==> src/lsu_pkg.sv <==
// Shared types of the load/store unit
// Word and address widths, cache line geometry
// CPU request and load result, memory command, snoop result
// Store buffer search result

package lsu_pkg;

   // --------------------
   // Widths
   // --------------------
   typedef logic [31:0] word_t;
   // Word address, one word is the unit of access
   typedef logic [15:0] addr_t;

   // Line geometry
   localparam int LINE_WORDS = 4;
   localparam int OFFS_W     = $clog2(LINE_WORDS);

   typedef enum logic {
      OP_LOAD  = 1'b0,
      OP_STORE = 1'b1
   } lsu_op_e;

   // --------------------
   // Structs
   // --------------------
   typedef struct packed {
      lsu_op_e op;
      addr_t   addr;
      word_t   data;
   } lsu_req_t;

   typedef struct packed {
      word_t data;
      addr_t addr;
   } lsu_resp_t;

   typedef struct packed {
      logic  write;
      addr_t addr;
      word_t data;
   } mem_cmd_t;

   typedef struct packed {
      logic  hit;
      word_t data;
   } snoop_resp_t;

   // Youngest buffered store to the searched word
   typedef struct packed {
      logic  match;
      word_t data;
   } sb_search_t;

endpackage

==> src/lsu_pipe.sv <==
// Two-stage load/store pipeline
// s0 holds the request and reads the cache
// s1 checks the hit, searches the store buffer and pushes stores
// Load misses stall, wait for the drain and the refill, then replay

`timescale 1ns/1ps

module lsu_pipe
   import lsu_pkg::*;
(
   input  logic       i_clk,
   input  logic       i_reset_n,
   // CPU side
   input  logic       i_req_valid,
   input  lsu_req_t   i_req,
   output logic       o_req_ready,
   output logic       o_resp_valid,
   output lsu_resp_t  o_resp,
   // Cache read port
   output logic       o_rd_valid,
   output addr_t      o_rd_addr,
   input  logic       i_rd_hit,
   input  word_t      i_rd_data,
   // Store buffer
   output logic       o_sb_push,
   output mem_cmd_t   o_sb_entry,
   output addr_t      o_sb_search_addr,
   input  sb_search_t i_sb_search,
   input  logic       i_sb_full,
   input  logic       i_sb_empty,
   // Miss unit
   output logic       o_miss_start,
   output addr_t      o_miss_addr,
   input  logic       i_miss_done
);

   typedef enum logic [1:0] {
      RUN,
      WAIT_DRAIN,
      WAIT_REFILL,
      REPLAY
   } pipe_state_e;

   pipe_state_e r_state;
   logic        r_s0_valid;
   logic        r_s1_valid;
   lsu_req_t    r_s0_req;
   lsu_req_t    r_s1_req;

   logic w_s1_load;
   logic w_s1_store;
   logic w_s1_miss;
   logic w_s1_stall;
   logic w_advance;

   // --------------------
   // Stage s1 decisions
   // --------------------
   assign w_s1_load  = r_s1_valid && (r_s1_req.op == OP_LOAD);
   assign w_s1_store = r_s1_valid && (r_s1_req.op == OP_STORE);
   // Buffered store wins over cache data
   assign w_s1_miss  = w_s1_load && !i_sb_search.match && !i_rd_hit;
   // Store waits in s1 for a free buffer slot
   assign w_s1_stall = w_s1_store && i_sb_full;
   assign w_advance  = (r_state == RUN) && !w_s1_miss && !w_s1_stall;

   assign o_req_ready = w_advance && !i_sb_full;

   // Replay reuses the read port for the missing load
   assign o_rd_valid = r_s0_valid || (r_state == REPLAY);
   assign o_rd_addr  = (r_state == REPLAY) ? r_s1_req.addr : r_s0_req.addr;

   assign o_sb_search_addr = r_s1_req.addr;
   assign o_sb_push        = w_s1_store && !i_sb_full;
   assign o_sb_entry       = '{write: 1'b1, addr: r_s1_req.addr, data: r_s1_req.data};

   assign o_miss_start = (r_state == WAIT_DRAIN) && i_sb_empty;
   assign o_miss_addr  = r_s1_req.addr;

   // --------------------
   // Control and FSM
   // --------------------
   always_ff @(posedge i_clk or negedge i_reset_n) begin
      if (!i_reset_n) begin
         r_state      <= RUN;
         r_s0_valid   <= 1'b0;
         r_s1_valid   <= 1'b0;
         o_resp_valid <= 1'b0;
      end else begin
         o_resp_valid <= w_s1_load && !w_s1_miss;
         if (w_advance) begin
            r_s0_valid <= i_req_valid && o_req_ready;
            r_s1_valid <= r_s0_valid;
         end else if (w_s1_miss) begin
            r_s1_valid <= 1'b0;
         end else if (r_state == REPLAY) begin
            r_s1_valid <= 1'b1;
         end
         case (r_state)
            RUN:         if (w_s1_miss)   r_state <= WAIT_DRAIN;
            WAIT_DRAIN:  if (i_sb_empty)  r_state <= WAIT_REFILL;
            WAIT_REFILL: if (i_miss_done) r_state <= REPLAY;
            default:                      r_state <= RUN;
         endcase
      end
   end

   // Request and result payload
   always_ff @(posedge i_clk) begin
      if (i_req_valid && o_req_ready) begin
         r_s0_req <= i_req;
      end
      if (w_advance && r_s0_valid) begin
         r_s1_req <= r_s0_req;
      end
      o_resp.data <= i_sb_search.match ? i_sb_search.data : i_rd_data;
      o_resp.addr <= r_s1_req.addr;
   end

endmodule

==> src/lsu_dcache.sv <==
// Direct-mapped data cache
// Pipeline and snoop read ports with registered results
// Refill write port and store-update port

`timescale 1ns/1ps

module lsu_dcache
   import lsu_pkg::*;
#(
   parameter int NUM_SETS = 16
) (
   input  logic  i_clk,
   input  logic  i_reset_n,
   // Pipeline read port
   input  logic  i_rd_valid,
   input  addr_t i_rd_addr,
   output logic  o_rd_hit,
   output word_t o_rd_data,
   // Snoop read port
   input  logic  i_snp_valid,
   input  addr_t i_snp_addr,
   output logic  o_snp_hit,
   output word_t o_snp_data,
   // Refill port
   input  logic  i_refill_we,
   input  addr_t i_refill_addr,
   input  word_t i_refill_data,
   input  logic  i_refill_last,
   // Store-update port
   input  logic  i_upd_we,
   input  addr_t i_upd_addr,
   input  word_t i_upd_data
);

   localparam int IDX_W  = $clog2(NUM_SETS);
   localparam int TAG_W  = $bits(addr_t) - IDX_W - OFFS_W;
   localparam int WIDX_W = IDX_W + OFFS_W;

   logic [TAG_W-1:0]    r_tag  [NUM_SETS];
   logic [NUM_SETS-1:0] r_valid;
   word_t               r_data [NUM_SETS * LINE_WORDS];

   logic w_upd_hit;

   // --------------------
   // Address split
   // --------------------
   function automatic logic [IDX_W-1:0] set_of(addr_t a);
      return a[OFFS_W +: IDX_W];
   endfunction

   function automatic logic [TAG_W-1:0] tag_of(addr_t a);
      return a[$bits(addr_t)-1 -: TAG_W];
   endfunction

   function automatic logic [WIDX_W-1:0] word_of(addr_t a);
      return a[WIDX_W-1:0];
   endfunction

   // Line present with matching tag
   function automatic logic lookup(addr_t a);
      return r_valid[set_of(a)] && (r_tag[set_of(a)] == tag_of(a));
   endfunction

   assign w_upd_hit = i_upd_we && lookup(i_upd_addr);

   // Valid bits and hit flags
   always_ff @(posedge i_clk or negedge i_reset_n) begin
      if (!i_reset_n) begin
         r_valid   <= '0;
         o_rd_hit  <= 1'b0;
         o_snp_hit <= 1'b0;
      end else begin
         o_rd_hit  <= i_rd_valid && lookup(i_rd_addr);
         o_snp_hit <= i_snp_valid && lookup(i_snp_addr);
         // Line goes invalid while refilling, valid on the last word
         if (i_refill_we) begin
            r_valid[set_of(i_refill_addr)] <= i_refill_last;
         end
      end
   end

   // Tag and data arrays
   always_ff @(posedge i_clk) begin
      if (i_refill_we) begin
         r_tag[set_of(i_refill_addr)]   <= tag_of(i_refill_addr);
         r_data[word_of(i_refill_addr)] <= i_refill_data;
      end else if (w_upd_hit) begin
         r_data[word_of(i_upd_addr)] <= i_upd_data;
      end
      o_rd_data  <= r_data[word_of(i_rd_addr)];
      o_snp_data <= r_data[word_of(i_snp_addr)];
   end

endmodule

==> src/lsu_miss_unit.sv <==
// Single-entry miss handler
// Fetches one line word by word over a four-phase read port
// Writes each word into the cache at its ack

`timescale 1ns/1ps

module lsu_miss_unit
   import lsu_pkg::*;
(
   input  logic     i_clk,
   input  logic     i_reset_n,
   input  logic     i_start,
   input  addr_t    i_addr,
   output logic     o_done,
   // Memory client port
   output logic     o_mreq,
   output mem_cmd_t o_mcmd,
   input  logic     i_mack,
   input  word_t    i_mrdata,
   // Cache refill port
   output logic     o_refill_we,
   output addr_t    o_refill_addr,
   output word_t    o_refill_data,
   output logic     o_refill_last
);

   typedef enum logic [1:0] {
      MS_IDLE,
      MS_REQ,
      MS_ACK_LOW
   } miss_state_e;

   miss_state_e       r_state;
   logic [OFFS_W-1:0] r_word;
   addr_t             r_line;
   logic              r_done;

   addr_t w_cur_addr;
   logic  w_last;

   assign w_cur_addr = {r_line[$bits(addr_t)-1:OFFS_W], r_word};
   assign w_last     = (r_word == OFFS_W'(LINE_WORDS - 1));

   assign o_mreq = (r_state == MS_REQ);
   assign o_mcmd = '{write: 1'b0, addr: w_cur_addr, data: '0};
   assign o_done = r_done;

   // Read data is only valid while ack is high
   assign o_refill_we   = (r_state == MS_REQ) && i_mack;
   assign o_refill_addr = w_cur_addr;
   assign o_refill_data = i_mrdata;
   assign o_refill_last = w_last;

   // --------------------
   // Fetch FSM
   // --------------------
   always_ff @(posedge i_clk or negedge i_reset_n) begin
      if (!i_reset_n) begin
         r_state <= MS_IDLE;
         r_word  <= '0;
         r_done  <= 1'b0;
      end else begin
         r_done <= 1'b0;
         case (r_state)
            MS_IDLE: begin
               if (i_start) begin
                  r_word  <= '0;
                  r_state <= MS_REQ;
               end
            end
            MS_REQ: begin
               if (i_mack) begin
                  r_state <= MS_ACK_LOW;
               end
            end
            default: begin
               // Next word only once ack has fallen
               if (!i_mack) begin
                  r_word  <= r_word + 1'b1;
                  r_done  <= w_last;
                  r_state <= w_last ? MS_IDLE : MS_REQ;
               end
            end
         endcase
      end
   end

   // Line base address
   always_ff @(posedge i_clk) begin
      if (i_start && (r_state == MS_IDLE)) begin
         r_line <= i_addr;
      end
   end

endmodule

==> src/lsu_store_buffer.sv <==
// Store buffer FIFO
// Youngest-match search for load forwarding
// Four-phase write drain with cache update at the ack

`timescale 1ns/1ps

module lsu_store_buffer
   import lsu_pkg::*;
#(
   parameter int SB_DEPTH = 4
) (
   input  logic       i_clk,
   input  logic       i_reset_n,
   input  logic       i_push,
   input  mem_cmd_t   i_entry,
   input  addr_t      i_search_addr,
   output sb_search_t o_search,
   output logic       o_full,
   output logic       o_empty,
   // Memory client port
   output logic       o_mreq,
   output mem_cmd_t   o_mcmd,
   input  logic       i_mack,
   // Cache update port
   output logic       o_upd_we,
   output addr_t      o_upd_addr,
   output word_t      o_upd_data
);

   localparam int PTR_W = $clog2(SB_DEPTH);
   localparam int CNT_W = $clog2(SB_DEPTH + 1);

   typedef enum logic [1:0] {
      DR_IDLE,
      DR_REQ,
      DR_ACK_LOW
   } drain_state_e;

   drain_state_e     r_state;
   mem_cmd_t         r_ent [SB_DEPTH];
   logic [PTR_W-1:0] r_wr_ptr;
   logic [PTR_W-1:0] r_rd_ptr;
   logic [CNT_W-1:0] r_count;

   logic w_pop;

   assign o_full  = (r_count == CNT_W'(SB_DEPTH));
   assign o_empty = (r_count == '0);

   // Head entry stays until ack falls
   assign w_pop  = (r_state == DR_ACK_LOW) && !i_mack;
   assign o_mreq = (r_state == DR_REQ);
   assign o_mcmd = r_ent[r_rd_ptr];

   assign o_upd_we   = (r_state == DR_REQ) && i_mack;
   assign o_upd_addr = o_mcmd.addr;
   assign o_upd_data = o_mcmd.data;

   // --------------------
   // Search
   // --------------------
   // Walk oldest to youngest so the last match wins
   always_comb begin
      logic [PTR_W-1:0] idx;
      o_search = '0;
      for (int i = 0; i < SB_DEPTH; i++) begin
         idx = r_rd_ptr + PTR_W'(i);
         if ((CNT_W'(i) < r_count) && (r_ent[idx].addr == i_search_addr)) begin
            o_search.match = 1'b1;
            o_search.data  = r_ent[idx].data;
         end
      end
   end

   // Pointers and drain FSM
   always_ff @(posedge i_clk or negedge i_reset_n) begin
      if (!i_reset_n) begin
         r_state  <= DR_IDLE;
         r_wr_ptr <= '0;
         r_rd_ptr <= '0;
         r_count  <= '0;
      end else begin
         if (i_push) begin
            r_wr_ptr <= r_wr_ptr + 1'b1;
         end
         if (w_pop) begin
            r_rd_ptr <= r_rd_ptr + 1'b1;
         end
         if (i_push && !w_pop) begin
            r_count <= r_count + 1'b1;
         end else if (w_pop && !i_push) begin
            r_count <= r_count - 1'b1;
         end
         case (r_state)
            DR_IDLE:    if (!o_empty) r_state <= DR_REQ;
            DR_REQ:     if (i_mack)   r_state <= DR_ACK_LOW;
            default:    if (!i_mack)  r_state <= DR_IDLE;
         endcase
      end
   end

   always_ff @(posedge i_clk) begin
      if (i_push) begin
         r_ent[r_wr_ptr] <= i_entry;
      end
   end

endmodule

==> src/lsu_mem_arbiter.sv <==
// Two-client arbiter for four-phase memory ports
// Client 0 has fixed priority, grant held until ack falls

`timescale 1ns/1ps

module lsu_mem_arbiter
   import lsu_pkg::*;
(
   input  logic     i_clk,
   input  logic     i_reset_n,
   // Client 0
   input  logic     i_req0,
   input  mem_cmd_t i_cmd0,
   output logic     o_ack0,
   // Client 1
   input  logic     i_req1,
   input  mem_cmd_t i_cmd1,
   output logic     o_ack1,
   // Memory port
   output logic     o_mem_req,
   output mem_cmd_t o_mem_cmd,
   input  logic     i_mem_ack
);

   typedef enum logic [1:0] {
      ARB_IDLE,
      ARB_GRANT0,
      ARB_GRANT1
   } arb_state_e;

   arb_state_e r_state;

   assign o_mem_req = ((r_state == ARB_GRANT0) && i_req0) ||
                      ((r_state == ARB_GRANT1) && i_req1);
   assign o_mem_cmd = (r_state == ARB_GRANT1) ? i_cmd1 : i_cmd0;
   assign o_ack0    = (r_state == ARB_GRANT0) && i_mem_ack;
   assign o_ack1    = (r_state == ARB_GRANT1) && i_mem_ack;

   always_ff @(posedge i_clk or negedge i_reset_n) begin
      if (!i_reset_n) begin
         r_state <= ARB_IDLE;
      end else begin
         case (r_state)
            ARB_IDLE: begin
               if (i_req0) begin
                  r_state <= ARB_GRANT0;
               end else if (i_req1) begin
                  r_state <= ARB_GRANT1;
               end
            end
            // Release only after the full handshake
            ARB_GRANT0: if (!i_req0 && !i_mem_ack) r_state <= ARB_IDLE;
            default:    if (!i_req1 && !i_mem_ack) r_state <= ARB_IDLE;
         endcase
      end
   end

endmodule

==> src/lsu_top.sv <==
// Load/store unit top level
// Pipeline, data cache, miss unit, store buffer and memory arbiter
// Registered snoop response valid

`timescale 1ns/1ps

module lsu_top
   import lsu_pkg::*;
#(
   parameter int NUM_SETS = 16,
   parameter int SB_DEPTH = 4
) (
   input  logic        i_clk,
   input  logic        i_reset_n,
   // CPU side
   input  logic        i_req_valid,
   input  lsu_req_t    i_req,
   output logic        o_req_ready,
   output logic        o_resp_valid,
   output lsu_resp_t   o_resp,
   // Snoop side
   input  logic        i_snoop_valid,
   input  addr_t       i_snoop_addr,
   output logic        o_snoop_resp_valid,
   output snoop_resp_t o_snoop_resp,
   // Memory side
   output logic        o_mem_req,
   output mem_cmd_t    o_mem_cmd,
   input  logic        i_mem_ack,
   input  word_t       i_mem_rdata
);

   // Cache ports
   logic       w_rd_valid;
   addr_t      w_rd_addr;
   logic       w_rd_hit;
   word_t      w_rd_data;
   logic       w_snp_hit;
   word_t      w_snp_data;
   logic       w_refill_we;
   addr_t      w_refill_addr;
   word_t      w_refill_data;
   logic       w_refill_last;
   logic       w_upd_we;
   addr_t      w_upd_addr;
   word_t      w_upd_data;
   // Store buffer and miss unit
   logic       w_sb_push;
   mem_cmd_t   w_sb_entry;
   addr_t      w_sb_search_addr;
   sb_search_t w_sb_search;
   logic       w_sb_full;
   logic       w_sb_empty;
   logic       w_miss_start;
   addr_t      w_miss_addr;
   logic       w_miss_done;
   // Arbiter clients
   logic       w_miss_mreq;
   mem_cmd_t   w_miss_mcmd;
   logic       w_miss_mack;
   logic       w_sb_mreq;
   mem_cmd_t   w_sb_mcmd;
   logic       w_sb_mack;

   lsu_pipe u_pipe (
      .i_clk            (i_clk),
      .i_reset_n        (i_reset_n),
      .i_req_valid      (i_req_valid),
      .i_req            (i_req),
      .o_req_ready      (o_req_ready),
      .o_resp_valid     (o_resp_valid),
      .o_resp           (o_resp),
      .o_rd_valid       (w_rd_valid),
      .o_rd_addr        (w_rd_addr),
      .i_rd_hit         (w_rd_hit),
      .i_rd_data        (w_rd_data),
      .o_sb_push        (w_sb_push),
      .o_sb_entry       (w_sb_entry),
      .o_sb_search_addr (w_sb_search_addr),
      .i_sb_search      (w_sb_search),
      .i_sb_full        (w_sb_full),
      .i_sb_empty       (w_sb_empty),
      .o_miss_start     (w_miss_start),
      .o_miss_addr      (w_miss_addr),
      .i_miss_done      (w_miss_done)
   );

   lsu_dcache #(
      .NUM_SETS (NUM_SETS)
   ) u_dcache (
      .i_clk         (i_clk),
      .i_reset_n     (i_reset_n),
      .i_rd_valid    (w_rd_valid),
      .i_rd_addr     (w_rd_addr),
      .o_rd_hit      (w_rd_hit),
      .o_rd_data     (w_rd_data),
      .i_snp_valid   (i_snoop_valid),
      .i_snp_addr    (i_snoop_addr),
      .o_snp_hit     (w_snp_hit),
      .o_snp_data    (w_snp_data),
      .i_refill_we   (w_refill_we),
      .i_refill_addr (w_refill_addr),
      .i_refill_data (w_refill_data),
      .i_refill_last (w_refill_last),
      .i_upd_we      (w_upd_we),
      .i_upd_addr    (w_upd_addr),
      .i_upd_data    (w_upd_data)
   );

   lsu_miss_unit u_miss_unit (
      .i_clk         (i_clk),
      .i_reset_n     (i_reset_n),
      .i_start       (w_miss_start),
      .i_addr        (w_miss_addr),
      .o_done        (w_miss_done),
      .o_mreq        (w_miss_mreq),
      .o_mcmd        (w_miss_mcmd),
      .i_mack        (w_miss_mack),
      .i_mrdata      (i_mem_rdata),
      .o_refill_we   (w_refill_we),
      .o_refill_addr (w_refill_addr),
      .o_refill_data (w_refill_data),
      .o_refill_last (w_refill_last)
   );

   lsu_store_buffer #(
      .SB_DEPTH (SB_DEPTH)
   ) u_store_buffer (
      .i_clk         (i_clk),
      .i_reset_n     (i_reset_n),
      .i_push        (w_sb_push),
      .i_entry       (w_sb_entry),
      .i_search_addr (w_sb_search_addr),
      .o_search      (w_sb_search),
      .o_full        (w_sb_full),
      .o_empty       (w_sb_empty),
      .o_mreq        (w_sb_mreq),
      .o_mcmd        (w_sb_mcmd),
      .i_mack        (w_sb_mack),
      .o_upd_we      (w_upd_we),
      .o_upd_addr    (w_upd_addr),
      .o_upd_data    (w_upd_data)
   );

   // Miss unit on client 0 so refills go first
   lsu_mem_arbiter u_mem_arbiter (
      .i_clk     (i_clk),
      .i_reset_n (i_reset_n),
      .i_req0    (w_miss_mreq),
      .i_cmd0    (w_miss_mcmd),
      .o_ack0    (w_miss_mack),
      .i_req1    (w_sb_mreq),
      .i_cmd1    (w_sb_mcmd),
      .o_ack1    (w_sb_mack),
      .o_mem_req (o_mem_req),
      .o_mem_cmd (o_mem_cmd),
      .i_mem_ack (i_mem_ack)
   );

   // --------------------
   // Snoop response
   // --------------------
   logic r_snoop_resp_valid;

   always_ff @(posedge i_clk or negedge i_reset_n) begin
      if (!i_reset_n) begin
         r_snoop_resp_valid <= 1'b0;
      end else begin
         r_snoop_resp_valid <= i_snoop_valid;
      end
   end

   // Hit and data come registered from the cache snoop port
   assign o_snoop_resp_valid = r_snoop_resp_valid;
   assign o_snoop_resp       = '{hit: w_snp_hit, data: w_snp_data};

endmodule

==> config.mk <==
export PLATFORM = sky130hd
export DESIGN_NAME = lsu_top
export DESIGN_NICKNAME = d
export VERILOG_FILES = /design/src/lsu_pkg.sv /design/src/lsu_pipe.sv /design/src/lsu_dcache.sv /design/src/lsu_miss_unit.sv /design/src/lsu_store_buffer.sv /design/src/lsu_mem_arbiter.sv /design/src/lsu_top.sv
export SDC_FILE = /design/constraint.sdc
export NUM_CORES = 2
export LEC_CHECK = 0
export BUFFER_PORTS_ARGS = -buffer_cell sky130_fd_sc_hd__buf_2
export CORE_MARGIN = 2
export CORE_UTILIZATION = 55
export CTS_BUF_LIST = sky130_fd_sc_hd__clkbuf_8
export CTS_CLUSTER_DIAMETER = 50
export DETAILED_ROUTE_END_ITERATION = 7
export PLACE_DENSITY = 0.82
export SYNTH_ARGS = -nofsm -noshare
export SYNTH_HDL_FRONTEND = slang
export SYNTH_SLANG_ARGS = --single-unit
==> constraint.sdc <==
create_clock -name i_clk -period 7 [get_ports i_clk]
set_clock_uncertainty 0.1 [all_clocks]
set_input_delay 0.35 -clock i_clk [delete_from_list [all_inputs] [get_ports i_clk]]
set_output_delay 0.35 -clock i_clk [all_outputs]
set_load 0.01 [all_outputs]
==> results.sh <==
export IMPL_synth_area_um2=125000
export IMPL_htree_levels=5
export IMPL_route_vias_total=80600
export IMPL_power_leakage_nw=46.2
export IMPL_cts_buffers=427
export IMPL_swShare=0.340
export IMPL_path_class="register to output port"
export IMPL_wl_per_cell_um=38.1
export IMPL_crit_buf_inv=4
export IMPL_worstMarginPinSlew_ps=1340
export IMPL_ys_dominant_reg_cell="edfxtp_1"
export IMPL_ys_top_cells_by_count="2,512 x edfxtp_1, 1,380 x mux4_2, 831 x nand2_1"
export IMPL_drtIter0Drc=15200
export IMPL_synth_cell_types=64
export IMPL_cpPeakStageDelay_ps=760
export IMPL_synth_top_area_frac=0.604
export IMPL_cts_root_buf="clkbuf_8"
export IMPL_dieArea_um2=231000
export IMPL_cts_hold_buffers=113
export IMPL_grt_pass1_vias=78500
export IMPL_yosysMostFrequentCell="edfxtp_1"
export IMPL_layout_drive_gt1_share=0.349
export IMPL_dp_hpwl_mm=252
export IMPL_die_h_um=481
export IMPL_port_buffers=235
export IMPL_cpMaxStageDelayCell="buf_4"
export IMPL_finalWorstPathRequiredPeriod_ps=6150
export IMPL_slew_headroom=0.0901
export IMPL_p_clk_frac=0.286
export IMPL_cp_start_kind="register"
export IMPL_clock_path_buffers=4
export IMPL_cp_common_cell="buf_4"
export IMPL_drv_slew=0
export IMPL_ys_ff_latch=2664
export IMPL_clk_pin_slew_ps=70
export IMPL_irDropWorstVdd_uv=277
export IMPL_antenna_found_initial=61
export IMPL_status="complete, but fails checks"
export IMPL_cts_resized_gates=0
export IMPL_floorplan_initialDensity=0.554
export IMPL_setup_ws_ps=847
export IMPL_grt_overflow=0
export IMPL_clock_latency_ps=1170
export IMPL_syn_nets=6949
export IMPL_yosys_top_cells_area="edfxtp_1 60%, mux4_2 25%, nand2_1 2.5%, dfxtp_1 1.8%, nand3_1 1.4%"
export IMPL_required_ps=6550
export IMPL_fin_tns_setup_ps=0
export IMPL_p_switching_mw=15.8
export IMPL_syn2layout_area_growth_pct=13.0
export IMPL_ant_nets=0
export IMPL_rows=174
export IMPL_async_flop_share=0.0150
export IMPL_yosysWarnings=0
export IMPL_p_seq_frac=0.406
export IMPL_final_hold_viol_count=0
export IMPL_core_um2=225000
export IMPL_vias_per_cell=7.54
export IMPL_finalCritPeriodShare=0.879
export IMPL_io_pins=236
export IMPL_grt_pass1_wl_mm=576
export IMPL_rsz0062_at_grt="no"
export IMPL_syn_avg_cell_area_um2=18.3
export IMPL_seq_area_um2=78700
export IMPL_dp_slack_ps=1120
export IMPL_drc_errors=1
export IMPL_ys_seq_area_frac=0.630
export IMPL_p_per_area_nw_per_um2=329
export IMPL_clock_fmax_mhz=163
export IMPL_cts_setup_buffers=0
export IMPL_cp_max_fo=70
export IMPL_setup_violations_final=0
export IMPL_end_kind="output port"
export IMPL_clock_sinks=2664
export IMPL_synth_edff_count=2512
export IMPL_post_synth_top_area_cell="edfxtp_1"
export IMPL_comb_power_share=0.308
export IMPL_grtUsageTotal=0.351
export IMPL_gp_congestion=0.958
export IMPL_multi_input_area_um2=45200
export IMPL_die_x_um=481
export IMPL_nets=7448
export IMPL_grt_max_degree=122
export IMPL_synth_cells=6832
export IMPL_tritoncts="done"
export IMPL_drt_wl_total_mm=408
export IMPL_worstPathCellList="buf_4 > buf_4 > mux4_2 > xor2_1 > nor4_1 > nand4_1 > buf_4 > nand3_2 > or4b_1 > and3_1 > buf_2"
export IMPL_fill_cells=14700
export IMPL_violations="DRC"
export IMPL_worstPathArrival_ps=5700
export IMPL_internal_power_mw=30.6
export IMPL_min_path_type="input pin to register"
export IMPL_first_pass_iters=8
export IMPL_cap_violations=0
export IMPL_path_delay_family="buffers and inverters"
## power groups by stage
stage	clock network, mW	logic, mW	registers [mW]
detailed placement	0	13.7	19.1
finish	13.3	14.3	18.9
CTS	13.3	13.9	18.8
global route	14.0	14.8	18.9
floorplan	0	8.71	18.8
global placement	0	13.5	19.1
## flip-flops by register name (all words and copies together), names as in the netlist, 2 cells and up
signal and cells:
u_miss_unit.r_state 2, u_dcache.r_tag 160, u_mem_arbiter.r_state 2, u_dcache.r_data 2048
u_pipe.r_s0_req 49, u_pipe.o_sb_entry 32, u_pipe.o_miss_addr 16, u_store_buffer.r_wr_ptr 2
u_pipe.o_resp 48, u_pipe.r_state 2, u_store_buffer.r_ent 192, u_store_buffer.r_state 2
u_dcache.o_rd_data 32, u_store_buffer.r_rd_ptr 2, u_dcache.r_valid 16, u_miss_unit.r_line 14
u_miss_unit.r_word 2, u_dcache.o_snp_data 32, u_store_buffer.r_count 3
## worst min-delay path: cells and delay by family
family	cells	cell delay, ps
buf+inv	2	400
mux	1	330
## cells in the final DEF (no fill, tap or decap), drive strengths merged, types with 19 or more instances in the layout
cell type,Yosys,routed
nor3,19,19
a311oi,84,84
buf,207,509
dfxtp,112,112
bufinv,0,24
mux2i,150,150
clkbuf,346,466
a31oi,45,45
o22ai,78,78
nand2,831,831
dfrtp,40,40
and3,50,50
edfxtp,2512,2512
mux4,1380,1380
o21a,30,30
and2,40,40
xnor2,56,56
nand3,352,352
nor2,60,60
xor2,45,45
clkinv,0,160
diode,0,30
inv,11,130
o21ai,88,88
dlygate4sd3,0,113
a21oi,45,45
mux2,98,98
## worst paths after layout
| kind | cells after the start | startpoint | end | slack [ps] |
|---|---|---|---|---|
| max in group asynchronous | 4 | i_reset_n | u_store_buffer.r_rd_ptr[0]$_DFFE_PN0P_ | 5900 |
| min in group asynchronous | 4 | i_reset_n | u_pipe.r_s1_valid$_DFFE_PN0P_ | 370 |
| hold / removal | 3 | i_mem_rdata[16] | u_dcache.r_data[0][16]$_DFFE_PP_ | 30 |
| hold reg to reg | 0 | u_pipe.r_s0_req[15]$_DFFE_PP_ | u_pipe.o_sb_entry[15]$_DFFE_PP_ | 320 |
| setup reg to reg | 11 | u_store_buffer.r_rd_ptr[1]$_DFFE_PN0P_ | u_dcache.r_data[26][30]$_DFFE_PP_ | 1010 |
| setup / recovery | 11 | u_store_buffer.r_rd_ptr[1]$_DFFE_PN0P_ | o_req_ready | 850 |
## routing by layer
| layer | vias up | part of all wire | GRT usage |
|---|---|---|---|
| li1 | 29700 | - | - |
| met5 | - | 0.0015 | 0.00518 |
| met3 | 1635 | 0.18 | 0.154 |
| met4 | 72 | 0.070 | 0.201 |
| met2 | 8845 | 0.45 | 0.513 |
| met1 | 40400 | 0.30 | 0.438 |
## per-stage QoR
stage | util | std cells | cell area, um^2 | hold WS [ps] | power (mW)
finish | 0.626 | 10700 | 141000 | 33.9 | 46.4
global route | 0.626 | 10700 | 141000 | 21.9 | 47.6
CTS | 0.626 | 10700 | 141000 | 0.223 | 45.9
detailed placement | 0.584 | 9781 | 132000 | 306 | 32.9
global placement | 0.584 | 9781 | 132000 | 304 | 32.6
floorplan | - | 6832 | 125000 | -45.6 | 27.5
## cell families (layout without fill, tap and decap cells)
family	after synthesis	count (layout)	synth area share
and+or+nand+nor	1432	1432	0.0505
muxes	1628	1628	0.270
DFF	2664	2664	0.630
adders and majority gates	15	15	0.00150
other	0	30	0
AOI/OAI and AO/OA	428	428	0.0231
buffers and inverters	564	1406	0.0182
xor gates and xnor gates	101	101	0.00708
## layout make-up
type / count / area share
multi-input combinational: 3604 / 0.320
antenna: 30 / 0.000532
inverter: 11 / 0.000293
sequential: 2664 / 0.558
tap: 2992 / 0.0265
clock inverter: 307 / 0.0136
timing repair buffer: 623 / 0.0360
clock buffer: 465 / 0.0454
No activity file was read; power rests on OpenSTA's default activity.
